===== src/tomasulo_pkg.sv =====
package tomasulo_pkg;

    // rob tag, zero means no producer
    localparam int tag_width = 4;
    localparam int data_width = 32;
    localparam int op_width = 4;

    // station entries, also the dispatcher's starting credits
    localparam int rs_depth = 8;
    localparam int rs_idx_width = $clog2(rs_depth);

    // per-lane issue queue depth and the station's lane credit counters
    localparam int iq_depth = 2;
    localparam int credit_width = $clog2(iq_depth + 1);

    localparam int mul_cycles = 3;
    localparam int mul_cnt_width = $clog2(mul_cycles + 1);

    localparam logic [op_width-1:0] op_add = 4'd0;
    localparam logic [op_width-1:0] op_sub = 4'd1;
    localparam logic [op_width-1:0] op_and = 4'd2;
    localparam logic [op_width-1:0] op_or  = 4'd3;
    localparam logic [op_width-1:0] op_xor = 4'd4;
    localparam logic [op_width-1:0] op_sll = 4'd5;
    localparam logic [op_width-1:0] op_srl = 4'd6;
    localparam logic [op_width-1:0] op_slt = 4'd7;
    localparam logic [op_width-1:0] op_mul = 4'd8;

    // b is already the immediate or the second source
    function automatic logic [data_width-1:0] alu_result(
        input logic [op_width-1:0] op,
        input logic [data_width-1:0] a,
        input logic [data_width-1:0] b
    );
        case (op)
            op_add: return a + b;
            op_sub: return a - b;
            op_and: return a & b;
            op_or:  return a | b;
            op_xor: return a ^ b;
            op_sll: return a << b[4:0];
            op_srl: return a >> b[4:0];
            // signed compare gives 0 or 1
            op_slt: return {{(data_width - 1){1'b0}}, $signed(a) < $signed(b)};
            // low half of the product
            op_mul: return a * b;
            default: return '0;
        endcase
    endfunction

endpackage


===== src/alu_unit.sv =====
`timescale 1ns/1ps

module alu_unit (
    input  logic                                clk,
    input  logic                                rst,
    input  logic                                flush,
    input  logic                                head_valid,
    input  logic [tomasulo_pkg::op_width-1:0]   head_op,
    input  logic [tomasulo_pkg::tag_width-1:0]  head_tag,
    input  logic [tomasulo_pkg::data_width-1:0] head_a,
    input  logic [tomasulo_pkg::data_width-1:0] head_b,
    output logic                                pop,
    output logic                                cdb_valid,
    output logic [tomasulo_pkg::tag_width-1:0]  cdb_tag,
    output logic [tomasulo_pkg::data_width-1:0] cdb_value
);
    import tomasulo_pkg::*;

    // operation latched at pop
    logic [op_width-1:0]   ex_op;
    logic [tag_width-1:0]  ex_tag;
    logic [data_width-1:0] ex_a;
    logic [data_width-1:0] ex_b;

    // cycles left until broadcast, 1 means it goes out at the next edge
    logic [mul_cnt_width-1:0] remaining;
    logic                     finishing;

    assign finishing = remaining == mul_cnt_width'(1);

    // a finishing op can be replaced in the same cycle
    assign pop = head_valid && (remaining == '0 || finishing);

    always_ff @(posedge clk) begin
        if (pop) begin
            ex_op <= head_op;
            ex_tag <= head_tag;
            ex_a <= head_a;
            ex_b <= head_b;
        end
        if (finishing) begin
            cdb_tag <= ex_tag;
            cdb_value <= alu_result(ex_op, ex_a, ex_b);
        end
    end

    always_ff @(posedge clk or posedge rst) begin
        if (rst) begin
            remaining <= '0;
            cdb_valid <= 1'b0;
        end else if (flush) begin
            // in-flight op is dropped
            remaining <= '0;
            cdb_valid <= 1'b0;
        end else begin
            cdb_valid <= finishing;
            if (pop) begin
                remaining <= head_op == op_mul ? mul_cnt_width'(mul_cycles)
                                               : mul_cnt_width'(1);
            end else if (remaining != '0) begin
                remaining <= remaining - 1'b1;
            end
        end
    end

endmodule


===== config.mk =====
export PLATFORM = sky130hd
export DESIGN_NAME = alu_unit
export DESIGN_NICKNAME = d
export VERILOG_FILES = /design/src/tomasulo_pkg.sv /design/src/alu_unit.sv
export SDC_FILE = /design/constraint.sdc
export NUM_CORES = 2
export LEC_CHECK = 0
export ABC_AREA = 1
export ABC_CLOCK_PERIOD_IN_PS = 19450
export BUFFER_PORTS_ARGS = -buffer_cell sky130_fd_sc_hd__clkbuf_2
export CAP_MARGIN = 10
export CORE_ASPECT_RATIO = 0.6
export CORE_MARGIN = 4
export CORE_UTILIZATION = 45
export CTS_BUF_LIST = sky130_fd_sc_hd__clkbuf_8
export CTS_CLUSTER_SIZE = 25
export DETAILED_ROUTE_END_ITERATION = 8
export PLACE_DENSITY = 0.62
export SLEW_MARGIN = 20
export SYNTH_ARGS = -nofsm -noshare
export SYNTH_HDL_FRONTEND = slang
export SYNTH_SLANG_ARGS = --single-unit

===== constraint.sdc =====
create_clock -name clk -period 19.45 [get_ports clk]
set_input_delay 0 -clock clk [delete_from_list [all_inputs] [get_ports clk]]
set_output_delay 0 -clock clk [all_outputs]
set_load 0.1 [all_outputs]

==> flow_summary.json <==
{
  "n_antenna_cell": 0,
  "clockBufferDepth": 2,
  "arrival_ns": 8.34,
  "synth_flop_cell": "edfxtp_1",
  "wl_met3_um": 17640,
  "row_count": 71,
  "dp.cells": 4853,
  "drc": 0,
  "cts_max_level": 3,
  "synth_area_um2": 28720,
  "placed_area_um2": 29950,
  "postCtsResizedCells": 0,
  "antenna_found_initial": 3,
  "min_period_ns": 8.069,
  "worstSetupPathDepth": 23,
  "ant_nets": 0,
  "area.growth.synth_to_final_pct": 7.641,
  "holdCritStartpoint": "head_a[3]",
  "rr_worst_depth": 23,
  "ys_ff_latch": 111,
  "critical_path.endpoint_type": "flip-flop",
  "clock_skew_ns": 0.05435,
  "fin_crit_sh_pct": 41.49,
  "wl_per_cell_um": 23.70,
  "cp.required_ns": 19.72,
  "initial_core_util_pct": 45.67,
  "worst_hold_path_type": "input port to flip-flop",
  "synth_edf_count": 108,
  "cts_setup_buffers": 0,
  "max_slew_margin_pct": 18.16,
  "slew_violations": 0,
  "yosysTopAreaCellShare_pct": 28.58,
  "place.gp.congestion": 1.090,
  "cpMostUsedCell": "fa_1",
  "core_area_um2": 62900,
  "cts_made_buffers": 9,
  "nets": 4809,
  "grt_pass1_wl_um": 175300,
  "top_layer_used": "met5",
  "grt_max_degree": 58,
  "ioPinCount": 114,
  "cts_sinks": 111,
  "yosys_warnings": 0,
  "crit_family": "adder cells",
  "drt-met1-wl_um": 53940,
  "whs_path_depth": 2,
  "worst_slew_pin_slew_ns": 1.215,
  "maxCapViolCount": 0,
  "rsz0062_at_grt": "false",
  "clock_latency_ns": 0.52,
  "synth_common_cells": "nand2_1, inv_1, fa_1",
  "hpwl_um": 94290,
  "finalSetupTns_ns": 0,
  "rrSetupSlack_ns": 11.38,
  "wl_met2_um": 43170,
  "cp_slowest_cell": "edfxtp_1",
  "numPortBuffers": 113,
  "via_per_inst": 5.586,
  "die_h_um": 203.7,
  "path_cells": "nand2_1, inv_1, fa_1, inv_1, fa_1, fa_1, fa_1, inv_1, fa_1, inv_1, fa_1, inv_1, fa_1, fa_1, ha_1, nand2_1, nor4_1, nand4_1, nand3_1, a21o_1, a21oi_1, o21ai_0, nand4_1",
  "worstSetupPathType": "flip-flop to flip-flop",
  "worstHoldEndpoint": "ex_a[3]",
  "async_flop_share_pct": 2.703,
  "crit_fanout": 23,
  "grt_pass1_vias": 26230,
  "first_pass_iters": 8,
  "drive_above_1_share_pct": 6.600,
  "crit_buf_inv": 5,
  "synth.largest_area_cell": "fa_1",
  "drt_iter0_markers": 4047,
  "synth_most_common_cell": "nand2_1",
  "avgSynthCellArea_um2": 7.120,
  "rr_startpoint": "ex_b[3]",
  "status": "completed",
  "die_w_um": 334.2,
  "r2r-end": "cdb_value[24]",
  "synth_cell_types": 63,
  "track_usage_pct": 34.67,
  "fmax_mhz": 123.9,
  "synth_area_leaders": "fa_1, nand2_1, inv_1, edfxtp_1, ha_1",
  "stdcell_area_um2": 30920,
  "syn-num-nets": 4742,
  "setup_viol": 0,
  "die_area_um2": 68060,
  "synth_seq_area_share_pct": 11.55,
  "grt-ovfl-total": 0,
  "instances_no_fill": 4945,
  "path_clk_slew_ns": 0.19,
  "wirelength_um": 117200,
  "hold_violations": 0,
  "cts_tree": "done",
  "cp_slowest_stage_delay_ns": 1.01,
  "synth_cells": 4034,
  "start_kind": "flip-flop",
  "vias": 27630,
  "cts_root_buffer": "clkbuf_8"
}
==> registers in the layout (all words and copies together) (netlist names) <==
signal and count:
cdb_value 32, ex_a 32, ex_b 32, cdb_tag 4, ex_op 4, ex_tag 4
remaining 2, cdb_valid 1
==> cell usage in the layout, fill, tap and decap left out, drive strengths merged, types with 8 or more instances in the layout <==
master	n
nand3	142
o211ai	18
o2111ai	11
o22ai	21
edfxtp	108
dlygate4sd3	76
a211oi	13
a31oi	12
xor2	11
buf	65
clkbuf	122
a21oi	194
a21o	11
inv	997
nor3	35
o221ai	9
fa	410
nand3b	8
a221oi	12
o21ai	251
nor4	14
o21bai	11
nand4	38
mux2i	13
nand2	1041
or2	12
nor2	178
o21a	10
ha	222
==> logic make-up (layout without fill, tap and decap cells) <==
family	Yosys count	after routing	synth area share [%]
simple gates	1471	1471	20.93
mux	13	13	0.4530
compound gates	594	594	12.12
flops	111	111	11.55
xor+xnor	18	18	0.5489
buf+inv	1195	1267	16.14
fa+ha+maj	632	632	38.25
==> through the flow <==
| step | setup WS [ns] | utilization (%) | hold WS, ns |
|---|---|---|---|
| floorplan | 12.29 | - | -0.2464 |
| global placement | 11.56 | 47.61 | -0.1436 |
| detailed placement | 11.61 | 47.61 | -0.1434 |
| CTS | 11.60 | 49.15 | 0.1564 |
| global route | 11.09 | 49.15 | 0.1687 |
| finish | 11.38 | 49.15 | 0.1799 |
==> per-layer routing <==
layer  vias to the layer above  track usage [%]
met5                         -                0
met4                         4            6.226
met3                       149            13.16
met2                      1793            44.77
met1                     13240            54.28
li1                      12440                -
==> area by class of cell <==
type                    count  area [µm²]
fillers                  6393       31980
multi-input cells        2728       20780
inverters                 997        3745
flip-flops and latches    111        3318
repair buffers            254        1814
well taps                 839        1050
clock buffers               9       123.9
clock inverters             7       86.33
==> repair_timing <==
item                                    CTS  global route
hold buffers                             76             0
endpoints found under the setup margin    0             0
hold endpoints to repair                 89             0
==> worst max-delay path by stage <==
stage	startpoint	end
after global routing	ex_b[3]	cdb_value[31]
final	ex_b[3]	cdb_value[24]
after detailed placement	ex_b[3]	cdb_value[24]
after global placement	ex_b[3]	cdb_value[31]
after floorplan	ex_b[2]	cdb_value[25]
after CTS	ex_b[3]	cdb_value[24]
Power is not shown: default switching activity piles up to over one toggle a cycle in this logic, so the estimate is an artifact.
